<file path="src/hw/pcie_edge_pkg.sv">
// PCIe host-edge package with flit, control-shadow and tag-mode types and credit constants
package pcie_edge_pkg;

   // -------------------------------------------------------------------------
   // TLP flit and type codes
   // -------------------------------------------------------------------------

   // One header-only TLP
   typedef struct packed {
      logic [7:0]  fmt_type;
      logic [9:0]  tag;
      logic [15:0] req_id;
      // Address for requests, status for completions
      logic [31:0] payload;
   } t_tlp_flit;

   localparam logic [7:0] FMT_MWR32 = 8'h40;
   localparam logic [7:0] FMT_MWR64 = 8'h60;
   localparam logic [7:0] FMT_CPL   = 8'h0A;

   // -------------------------------------------------------------------------
   // Control shadow and tag mode
   // -------------------------------------------------------------------------

   // 40-bit shadow word from the hard subsystem, top bit first
   typedef struct packed {
      logic [8:0]  rsvd_hi;
      logic        tag_enable_10bit;
      logic        extended_tag;
      logic [13:0] rsvd_lo;
      logic        vf_active;
      logic [10:0] vf_num;
      logic [2:0]  pf_num;
   } t_ctrl_shadow;

   // One-hot tag size
   typedef struct packed {
      logic tag_10bit;
      logic tag_8bit;
      logic tag_5bit;
   } t_tag_mode;

   // -------------------------------------------------------------------------
   // Queue depths and credits
   // -------------------------------------------------------------------------

   localparam int TX_DEPTH          = 4;
   localparam int RXREQ_DEPTH       = 2;
   localparam int HOST_TX_CREDITS   = 4;
   localparam int AFU_RXREQ_CREDITS = 4;
   localparam int MAX_CREDITS       = 4;
   localparam int CRED_W            = $clog2(MAX_CREDITS + 1);

   // Next credit count after one cycle of spending and returns
   function automatic logic [CRED_W-1:0] credit_next(input logic [CRED_W-1:0] cnt,
                                                     input logic spend,
                                                     input logic ret);
      return cnt + CRED_W'(ret) - CRED_W'(spend);
   endfunction

endpackage : pcie_edge_pkg

</file>
<file path="src/hw/credit_fifo.sv">
// Flit queue that hands one credit back to its sender for every entry it frees
`timescale 1ns/1ps

module credit_fifo #(
   parameter int DEPTH = 4
) (
   input  logic                     fim_clk,
   input  logic                     csr_rst_n,
   input  logic                     push,
   input  pcie_edge_pkg::t_tlp_flit push_flit,
   output logic                     credit_ret,
   output logic                     not_empty,
   output pcie_edge_pkg::t_tlp_flit head,
   input  logic                     pop
);

   localparam int PTR_W = (DEPTH > 1) ? $clog2(DEPTH) : 1;
   localparam int CNT_W = $clog2(DEPTH + 1);

   pcie_edge_pkg::t_tlp_flit mem [DEPTH];
   logic [PTR_W-1:0]         wr_ptr;
   logic [PTR_W-1:0]         rd_ptr;
   logic [CNT_W-1:0]         count;
   logic                     do_pop;

   // Circular pointer advance for any depth
   function automatic logic [PTR_W-1:0] next_ptr(input logic [PTR_W-1:0] ptr);
      if (ptr == PTR_W'(DEPTH - 1)) begin
         return '0;
      end
      return ptr + 1'b1;
   endfunction

   assign do_pop    = pop && not_empty;
   assign not_empty = (count != '0);
   assign head      = mem[rd_ptr];

   // Storage, sender holds a credit for every push so no full check
   always_ff @(posedge fim_clk) begin
      if (push) begin
         mem[wr_ptr] <= push_flit;
      end
   end

   always_ff @(posedge fim_clk) begin
      if (!csr_rst_n) begin
         wr_ptr     <= '0;
         rd_ptr     <= '0;
         count      <= '0;
         credit_ret <= 1'b0;
      end else begin
         if (push) begin
            wr_ptr <= next_ptr(wr_ptr);
         end
         if (do_pop) begin
            rd_ptr <= next_ptr(rd_ptr);
         end
         count      <= count + CNT_W'(push) - CNT_W'(do_pop);
         // Credit goes back the cycle after the entry is freed
         credit_ret <= do_pop;
      end
   end

endmodule : credit_fifo

</file>
<file path="src/hw/pcie_edge_top.sv">
// PCIe host-edge top with TX forwarding, write commits, request merge and tag mode
`timescale 1ns/1ps

module pcie_edge_top (
   input  logic                        fim_clk,
   input  logic                        csr_rst_n,
   // AFU TX
   input  logic                        tx_in_valid,
   input  pcie_edge_pkg::t_tlp_flit    tx_in_flit,
   output logic                        tx_credit_ret,
   // Host TX
   output logic                        tx_out_valid,
   output pcie_edge_pkg::t_tlp_flit    tx_out_flit,
   input  logic                        host_tx_credit_ret,
   // Host requests (MMIO)
   input  logic                        host_rxreq_valid,
   input  pcie_edge_pkg::t_tlp_flit    host_rxreq_flit,
   output logic                        host_rxreq_credit_ret,
   // Merged requests to the AFU
   output logic                        rxreq_out_valid,
   output pcie_edge_pkg::t_tlp_flit    rxreq_out_flit,
   input  logic                        afu_rxreq_credit_ret,
   // Control shadow
   input  logic                        ctrl_shadow_valid,
   input  pcie_edge_pkg::t_ctrl_shadow ctrl_shadow,
   output pcie_edge_pkg::t_tag_mode    tag_mode
);

   logic                     tx_not_empty;
   pcie_edge_pkg::t_tlp_flit tx_head;
   logic                     tx_pop;

   // Request queue 0 is host MMIO, queue 1 is write commits
   logic                     rxq_push [2];
   pcie_edge_pkg::t_tlp_flit rxq_flit [2];
   logic                     rxq_credit [2];
   logic                     rxq_not_empty [2];
   pcie_edge_pkg::t_tlp_flit rxq_head [2];
   logic                     rxq_pop [2];

   // -------------------------------------------------------------------------
   // AFU to host path
   // -------------------------------------------------------------------------

   credit_fifo #(
      .DEPTH (pcie_edge_pkg::TX_DEPTH)
   ) tx_fifo_i (
      .fim_clk    (fim_clk),
      .csr_rst_n  (csr_rst_n),
      .push       (tx_in_valid),
      .push_flit  (tx_in_flit),
      .credit_ret (tx_credit_ret),
      .not_empty  (tx_not_empty),
      .head       (tx_head),
      .pop        (tx_pop)
   );

   write_commit_gen commit_gen_i (
      .fim_clk         (fim_clk),
      .csr_rst_n       (csr_rst_n),
      .head            (tx_head),
      .not_empty       (tx_not_empty),
      .pop             (tx_pop),
      .tx_valid        (tx_out_valid),
      .tx_flit         (tx_out_flit),
      .host_credit_ret (host_tx_credit_ret),
      .cmt_valid       (rxq_push[1]),
      .cmt_flit        (rxq_flit[1]),
      .cmt_credit_ret  (rxq_credit[1])
   );

   // -------------------------------------------------------------------------
   // Request path toward the AFU
   // -------------------------------------------------------------------------

   assign rxq_push[0]           = host_rxreq_valid;
   assign rxq_flit[0]           = host_rxreq_flit;
   assign host_rxreq_credit_ret = rxq_credit[0];

   for (genvar i = 0; i < 2; i++) begin : g_rxq
      credit_fifo #(
         .DEPTH (pcie_edge_pkg::RXREQ_DEPTH)
      ) rxq_fifo_i (
         .fim_clk    (fim_clk),
         .csr_rst_n  (csr_rst_n),
         .push       (rxq_push[i]),
         .push_flit  (rxq_flit[i]),
         .credit_ret (rxq_credit[i]),
         .not_empty  (rxq_not_empty[i]),
         .head       (rxq_head[i]),
         .pop        (rxq_pop[i])
      );
   end

   rxreq_arb rxreq_arb_i (
      .fim_clk        (fim_clk),
      .csr_rst_n      (csr_rst_n),
      .not_empty      (rxq_not_empty),
      .head           (rxq_head),
      .pop            (rxq_pop),
      .rx_valid       (rxreq_out_valid),
      .rx_flit        (rxreq_out_flit),
      .afu_credit_ret (afu_rxreq_credit_ret)
   );

   tag_mode_track tag_track_i (
      .fim_clk      (fim_clk),
      .csr_rst_n    (csr_rst_n),
      .shadow_valid (ctrl_shadow_valid),
      .shadow       (ctrl_shadow),
      .tag_mode     (tag_mode)
   );

endmodule : pcie_edge_top

</file>
<file path="src/hw/rxreq_arb.sv">
// Round-robin merge of two request queues toward the AFU under AFU credits
`timescale 1ns/1ps

module rxreq_arb (
   input  logic                     fim_clk,
   input  logic                     csr_rst_n,
   input  logic                     not_empty [2],
   input  pcie_edge_pkg::t_tlp_flit head [2],
   output logic                     pop [2],
   output logic                     rx_valid,
   output pcie_edge_pkg::t_tlp_flit rx_flit,
   input  logic                     afu_credit_ret
);

   logic [pcie_edge_pkg::CRED_W-1:0] afu_cred;
   logic                             prio;
   logic                             grant;
   logic                             sel;

   // Favoured queue first, the other one if it has nothing
   always_comb begin
      grant = 1'b0;
      sel   = prio;
      if (afu_cred != '0) begin
         if (not_empty[prio]) begin
            grant = 1'b1;
            sel   = prio;
         end else if (not_empty[!prio]) begin
            grant = 1'b1;
            sel   = !prio;
         end
      end
      pop[0] = grant && !sel;
      pop[1] = grant && sel;
   end

   always_ff @(posedge fim_clk) begin
      if (!csr_rst_n) begin
         afu_cred <= pcie_edge_pkg::CRED_W'(pcie_edge_pkg::AFU_RXREQ_CREDITS);
         prio     <= 1'b0;
         rx_valid <= 1'b0;
      end else begin
         afu_cred <= pcie_edge_pkg::credit_next(afu_cred, grant, afu_credit_ret);
         rx_valid <= grant;
         if (grant) begin
            prio <= !prio;
         end
      end
   end

   always_ff @(posedge fim_clk) begin
      if (grant) begin
         rx_flit <= head[sel];
      end
   end

endmodule : rxreq_arb

</file>
<file path="src/hw/tag_mode_track.sv">
// Control-shadow register and one-hot PCIe tag mode tracker for PF0
`timescale 1ns/1ps

module tag_mode_track (
   input  logic                        fim_clk,
   input  logic                        csr_rst_n,
   input  logic                        shadow_valid,
   input  pcie_edge_pkg::t_ctrl_shadow shadow,
   output pcie_edge_pkg::t_tag_mode    tag_mode
);

   logic                        shadow_valid_q;
   pcie_edge_pkg::t_ctrl_shadow shadow_q;
   logic                        pf0_update;

   // -------------------------------------------------------------------------
   // Shadow capture
   // -------------------------------------------------------------------------

   always_ff @(posedge fim_clk) begin
      if (!csr_rst_n) begin
         shadow_valid_q <= 1'b0;
      end else begin
         shadow_valid_q <= shadow_valid;
      end
   end

   always_ff @(posedge fim_clk) begin
      shadow_q <= shadow;
   end

   // Only the physical function 0 drives the mode
   assign pf0_update = shadow_valid_q && (shadow_q.pf_num == 3'd0) && !shadow_q.vf_active;

   // -------------------------------------------------------------------------
   // Tag mode, one-hot at all times
   // -------------------------------------------------------------------------

   always_ff @(posedge fim_clk) begin
      if (!csr_rst_n) begin
         tag_mode <= 3'b001;
      end else if (pf0_update) begin
         if (shadow_q.extended_tag && shadow_q.tag_enable_10bit) begin
            tag_mode <= 3'b100;
         end else if (shadow_q.extended_tag) begin
            tag_mode <= 3'b010;
         end else begin
            // Legacy 5-bit tags
            tag_mode <= 3'b001;
         end
      end
   end

endmodule : tag_mode_track

</file>
<file path="src/hw/write_commit_gen.sv">
// Forwards AFU TX flits to the host and issues a commit completion for each write
`timescale 1ns/1ps

module write_commit_gen (
   input  logic                     fim_clk,
   input  logic                     csr_rst_n,
   input  pcie_edge_pkg::t_tlp_flit head,
   input  logic                     not_empty,
   output logic                     pop,
   output logic                     tx_valid,
   output pcie_edge_pkg::t_tlp_flit tx_flit,
   input  logic                     host_credit_ret,
   output logic                     cmt_valid,
   output pcie_edge_pkg::t_tlp_flit cmt_flit,
   input  logic                     cmt_credit_ret
);

   logic [pcie_edge_pkg::CRED_W-1:0] host_cred;
   logic [pcie_edge_pkg::CRED_W-1:0] cmt_cred;
   logic                             is_wr;
   logic                             host_ok;
   logic                             cmt_ok;

   // -------------------------------------------------------------------------
   // Pop decision
   // -------------------------------------------------------------------------

   assign is_wr   = (head.fmt_type == pcie_edge_pkg::FMT_MWR32) ||
                    (head.fmt_type == pcie_edge_pkg::FMT_MWR64);
   assign host_ok = (host_cred != '0);
   assign cmt_ok  = (cmt_cred != '0);

   // A write leaves only when its commit can leave in the same cycle
   assign pop = not_empty && host_ok && (!is_wr || cmt_ok);

   // -------------------------------------------------------------------------
   // Credits and registered outputs
   // -------------------------------------------------------------------------

   always_ff @(posedge fim_clk) begin
      if (!csr_rst_n) begin
         host_cred <= pcie_edge_pkg::CRED_W'(pcie_edge_pkg::HOST_TX_CREDITS);
         cmt_cred  <= pcie_edge_pkg::CRED_W'(pcie_edge_pkg::RXREQ_DEPTH);
         tx_valid  <= 1'b0;
         cmt_valid <= 1'b0;
      end else begin
         host_cred <= pcie_edge_pkg::credit_next(host_cred, pop, host_credit_ret);
         cmt_cred  <= pcie_edge_pkg::credit_next(cmt_cred, pop && is_wr, cmt_credit_ret);
         tx_valid  <= pop;
         cmt_valid <= pop && is_wr;
      end
   end

   always_ff @(posedge fim_clk) begin
      if (pop) begin
         tx_flit           <= head;
         // Completion without data, zero status
         cmt_flit.fmt_type <= pcie_edge_pkg::FMT_CPL;
         cmt_flit.tag      <= head.tag;
         cmt_flit.req_id   <= head.req_id;
         cmt_flit.payload  <= '0;
      end
   end

endmodule : write_commit_gen

</file>
<file path="config.mk">
export PLATFORM = sky130hd
export DESIGN_NAME = pcie_edge_top
export DESIGN_NICKNAME = d
export VERILOG_FILES = /design/src/hw/pcie_edge_pkg.sv /design/src/hw/credit_fifo.sv /design/src/hw/pcie_edge_top.sv /design/src/hw/rxreq_arb.sv /design/src/hw/tag_mode_track.sv /design/src/hw/write_commit_gen.sv
export SDC_FILE = /design/constraint.sdc
export NUM_CORES = 1
export LEC_CHECK = 0
export BUFFER_PORTS_ARGS = -buffer_cell sky130_fd_sc_hd__buf_2
export CAP_MARGIN = 0
export CORE_ASPECT_RATIO = 0.9
export CORE_MARGIN = 2
export CORE_UTILIZATION = 50
export CTS_CLUSTER_DIAMETER = 50
export DETAILED_ROUTE_END_ITERATION = 8
export GPL_TIMING_DRIVEN = 0
export PLACE_DENSITY = 0.7
export SLEW_MARGIN = 20
export SYNTH_ARGS = -nofsm -noshare
export SYNTH_HDL_FRONTEND = slang
export SYNTH_HIERARCHICAL = 1
export SYNTH_SLANG_ARGS = --single-unit
</file>
<file path="constraint.sdc">
create_clock -name fim_clk -period 9.65 [get_ports fim_clk]
set_clock_uncertainty 0.2 [all_clocks]
set_input_delay 2.4125 -clock fim_clk [delete_from_list [all_inputs] [get_ports fim_clk]]
set_output_delay 2.4125 -clock fim_clk [all_outputs]
set_load 0.02 [all_outputs]
</file>
==> results.json <==
{
  "ctsRootBufferMaster": "clkbuf_16",
  "clkSinkCount": 705,
  "first_pass_iters": 5,
  "core.rowCount": 80,
  "synth_edf_count": 660,
  "core_sq_um": 53050,
  "avgRoutedWirePerCell_microns": 20.43,
  "outcome": "completed",
  "synthFlopType": "edfxtp_1",
  "fin_cells": 2383,
  "grt_pass1_vias": 12710,
  "worst_pin_slew_ns": 0.7611,
  "hold_viol": 0,
  "hold_buffers": 0,
  "crit_family": "buffers and inverters",
  "fin_nets": 1826,
  "start_util_pct": 50.59,
  "yosysSeqAreaShare_pct": 77.20,
  "grt_pass1_wl_microns": 72970,
  "total_power_mw": 9.040,
  "cp_cell_sequence": "buf_6, buf_6, mux4_2, nor4_1, a31oi_4, buf_16, o31a_1, ha_1, inv_1, ha_1, inv_1, fa_1, xnor3_1, nor2b_1",
  "r2r_setup_slack_ns": 5.33,
  "nFillCells": 3833,
  "post_cts_resized": 0,
  "powerDensity_nw_per_um2": 281.6,
  "routed-via-count": 12070,
  "die_w_microns": 248.2,
  "critPathBufInv": 5,
  "cp_max_fo": 15,
  "antenna_found_initial": 13,
  "synth_warnings": 6,
  "cts_tree": "built",
  "pin_count": 318,
  "numCtsBuffers": 74,
  "crit_path_end_kind": "flop",
  "holdPathStages": 2,
  "final_area_sq_um": 32110,
  "cts_buffer_depth": 3,
  "portBuffers": 283,
  "placed_cells": 2247,
  "slowest_stage": "nor4_1",
  "final_cell_mix": "edfxtp_1, buf_2, mux2_4, mux2_2, clkbuf_16",
  "worstHoldEndpoint": "tag_track_i/tag_mode[2]$_SDFFE_PN0P_",
  "critical-path-max-stage-delay_ns": 0.59,
  "htreeDepth": 3,
  "syn_avg_cell_area_sq_um": 22.16,
  "hold_class": "flop to flop",
  "die_y_microns": 223.8,
  "grt_max_degree": 47,
  "drt_iter0_drc": 648,
  "cp-start-kind": "flop",
  "drt-total-wl_microns": 48700,
  "viasPerCell": 5.065,
  "ys_ff_latch": 705,
  "gr-total-overflow": 0,
  "finalSetupViolations": 0,
  "power.leakage_nw": 11.71,
  "dp_hpwl_microns": 32010,
  "drive_above_1_share_pct": 47.11,
  "relSlewSlack_pct": 49.26,
  "clk_transition_reported_paths_ns": 0.06,
  "clock.fmax_mhz": 231.4,
  "cp.required_ns": 9.94,
  "synthArstFlopShare_pct": 0,
  "cts_setup_buffers": 0,
  "final_common_cell": "edfxtp_1",
  "vdd_drop_max_v": 0.0001976,
  "slew_viol_final": 0,
  "syn_area_sq_um": 26840,
  "min-delay-start": "tag_track_i/tag_mode[2]$_SDFFE_PN0P_",
  "areaGrowthSynthToFinish_pct": 19.62,
  "maxCapViolations": 0,
  "synthCells": 1211,
  "grtUsageTotal_pct": 17.74,
  "crit_arrival_ns": 4.61,
  "min_period_ns": 4.322,
  "ant_nets": 0,
  "path_class": "flop to flop",
  "die_area_sq_um": 55550,
  "grt_setup_unrepaired": "no",
  "place_area_sq_um": 29730,
  "synth_cell_types": 43,
  "r2r-end": "tx_fifo_i/count[2]$_SDFF_PN0_",
  "period_share_pct": 44.78,
  "clk_latency_ns": 0.60,
  "place_congestion": 0.7196,
  "r2r_cells": 14,
  "post-route-drc-count": 0
}
-- flip-flops by register name, indices dropped and copies added, names as in the netlist, 2 cells and up, named ones only --
name and cells:
g_rxq.rxq_fifo_i/wr_ptr 2, g_rxq.rxq_fifo_i/mem 264, tx_fifo_i/count 3, tx_fifo_i/mem 264, commit_gen_i/cmt_cred 3, rxreq_arb_i/afu_cred 3
g_rxq.rxq_fifo_i/count 4, commit_gen_i/host_cred 3, g_rxq.rxq_fifo_i/rd_ptr 2, g_rxq.rxq_fifo_i/credit_ret 2, tag_track_i/tag_mode 3, tag_track_i/shadow_q 6
commit_gen_i/tx_flit 66, tx_fifo_i/rd_ptr 2, rxreq_arb_i/rx_flit 66, tx_fifo_i/wr_ptr 2
-- worst reg2reg max path: stages, from the launching register on --
cell	delay, ns
dfxtp_1	0.39
buf_6	0.21
buf_6	0.22
mux4_2	0.56
nor4_1	0.59
a31oi_4	0.38
buf_16	0.29
o31a_1	0.18
ha_1	0.30
inv_1	0.06
ha_1	0.13
inv_1	0.06
fa_1	0.40
xnor3_1	0.21
nor2b_1	0.04
-- metal layers --
layer / wire length [microns] / GRT usage, % / vias up
met3: 3571 / 6.050 / 98
met4: 979 / 4.647 / 18
met5: 116 / 0 / -
li1: - / - / 5550
met1: 19690 / 22.20 / 6122
met2: 24330 / 29.66 / 283
-- power by group --
group,switching (mW),total [mW],internal [mW]
logic,1.19,2.17,0.978
clock network,1.13,2.75,1.61
registers,0.180,4.12,3.94
total,2.51,9.04,6.53
-- layout make-up --
class | count | area, sq um | area share, %
antenna | 5 | 12.51 | 0.03897
clock inverter | 37 | 369.1 | 1.150
tap | 697 | 872.1 | 2.716
sequential | 705 | 20720 | 64.53
inverter | 21 | 78.83 | 0.2455
clock buffer | 94 | 1999 | 6.227
multi-input combinational | 421 | 5428 | 16.91
buffer | 102 | 803.3 | 2.502
timing repair buffer | 301 | 1824 | 5.682
-- Yosys cell counts (4+ instances only) --
master / instances / share of area [%]
mux4_2: 66 / 5.5
mux2_2: 78 / 3.3
buf_2: 12 / 0.22
nor2b_1: 11 / 0.26
and2_1: 20 / 0.47
edfxtp_1: 660 / 74
ha_1: 17 / 0.79
buf_6: 20 / 0.84
dfxtp_1: 45 / 3.4
nand2b_1: 5 / 0.12
mux2_4: 121 / 6.8
fa_1: 4 / 0.30
inv_1: 21 / 0.29
nand2_1: 11 / 0.15
buf_4: 68 / 1.9
xnor3_1: 4 / 0.34
o21a_1: 5 / 0.14
mux2i_1: 9 / 0.34
-- cells by family (layout without fill, tap and decap cells) --
logic type / count (synthesis) / after routing / share of synthesized area [%]
XOR/XNOR: 8 / 8 / 0.5221
AND/OR/NAND/NOR: 63 / 63 / 1.524
buffers and inverters: 123 / 555 / 3.286
other: 2 / 45 / 0.02798
adder cells (fa/ha/maj): 21 / 21 / 1.091
AO/OA/AOI/OAI: 15 / 15 / 0.4382
flip-flops: 705 / 705 / 77.20
multiplexers: 274 / 274 / 15.91
-- stage by stage --
| stage | hold WS (ns) | setup TNS [ns] | setup slack [ns] | utilization, % |
|---|---|---|---|---|
| after detailed placement | 0.2597 | 0 | 5.239 | 56.03 |
| after CTS | 0.2697 | 0 | 5.191 | 60.50 |
| after global routing | 0.2930 | 0 | 5.010 | 60.50 |
| after global placement | 0.2405 | -1.622 | -0.4902 | 55.18 |
| final | 0.2737 | 0 | 5.328 | 60.52 |
| after floorplan | 0.2446 | 0 | 2.954 | - |
-- worst max path at each step --
stage | cells after the start | endpoint | start
finish | 14 | tx_fifo_i/count[2]$_SDFF_PN0_ | flop
global route | 14 | tx_fifo_i/count[2]$_SDFF_PN0_ | flop
CTS | 14 | tx_fifo_i/count[2]$_SDFF_PN0_ | flop
detailed placement | 14 | tx_fifo_i/count[2]$_SDFF_PN0_ | flop
global placement | 13 | tx_fifo_i/count[2]$_SDFF_PN0_ | flop
floorplan | 13 | tx_fifo_i/count[2]$_SDFF_PN0_ | flop
Note: power is estimated with default switching activity, not from simulation.
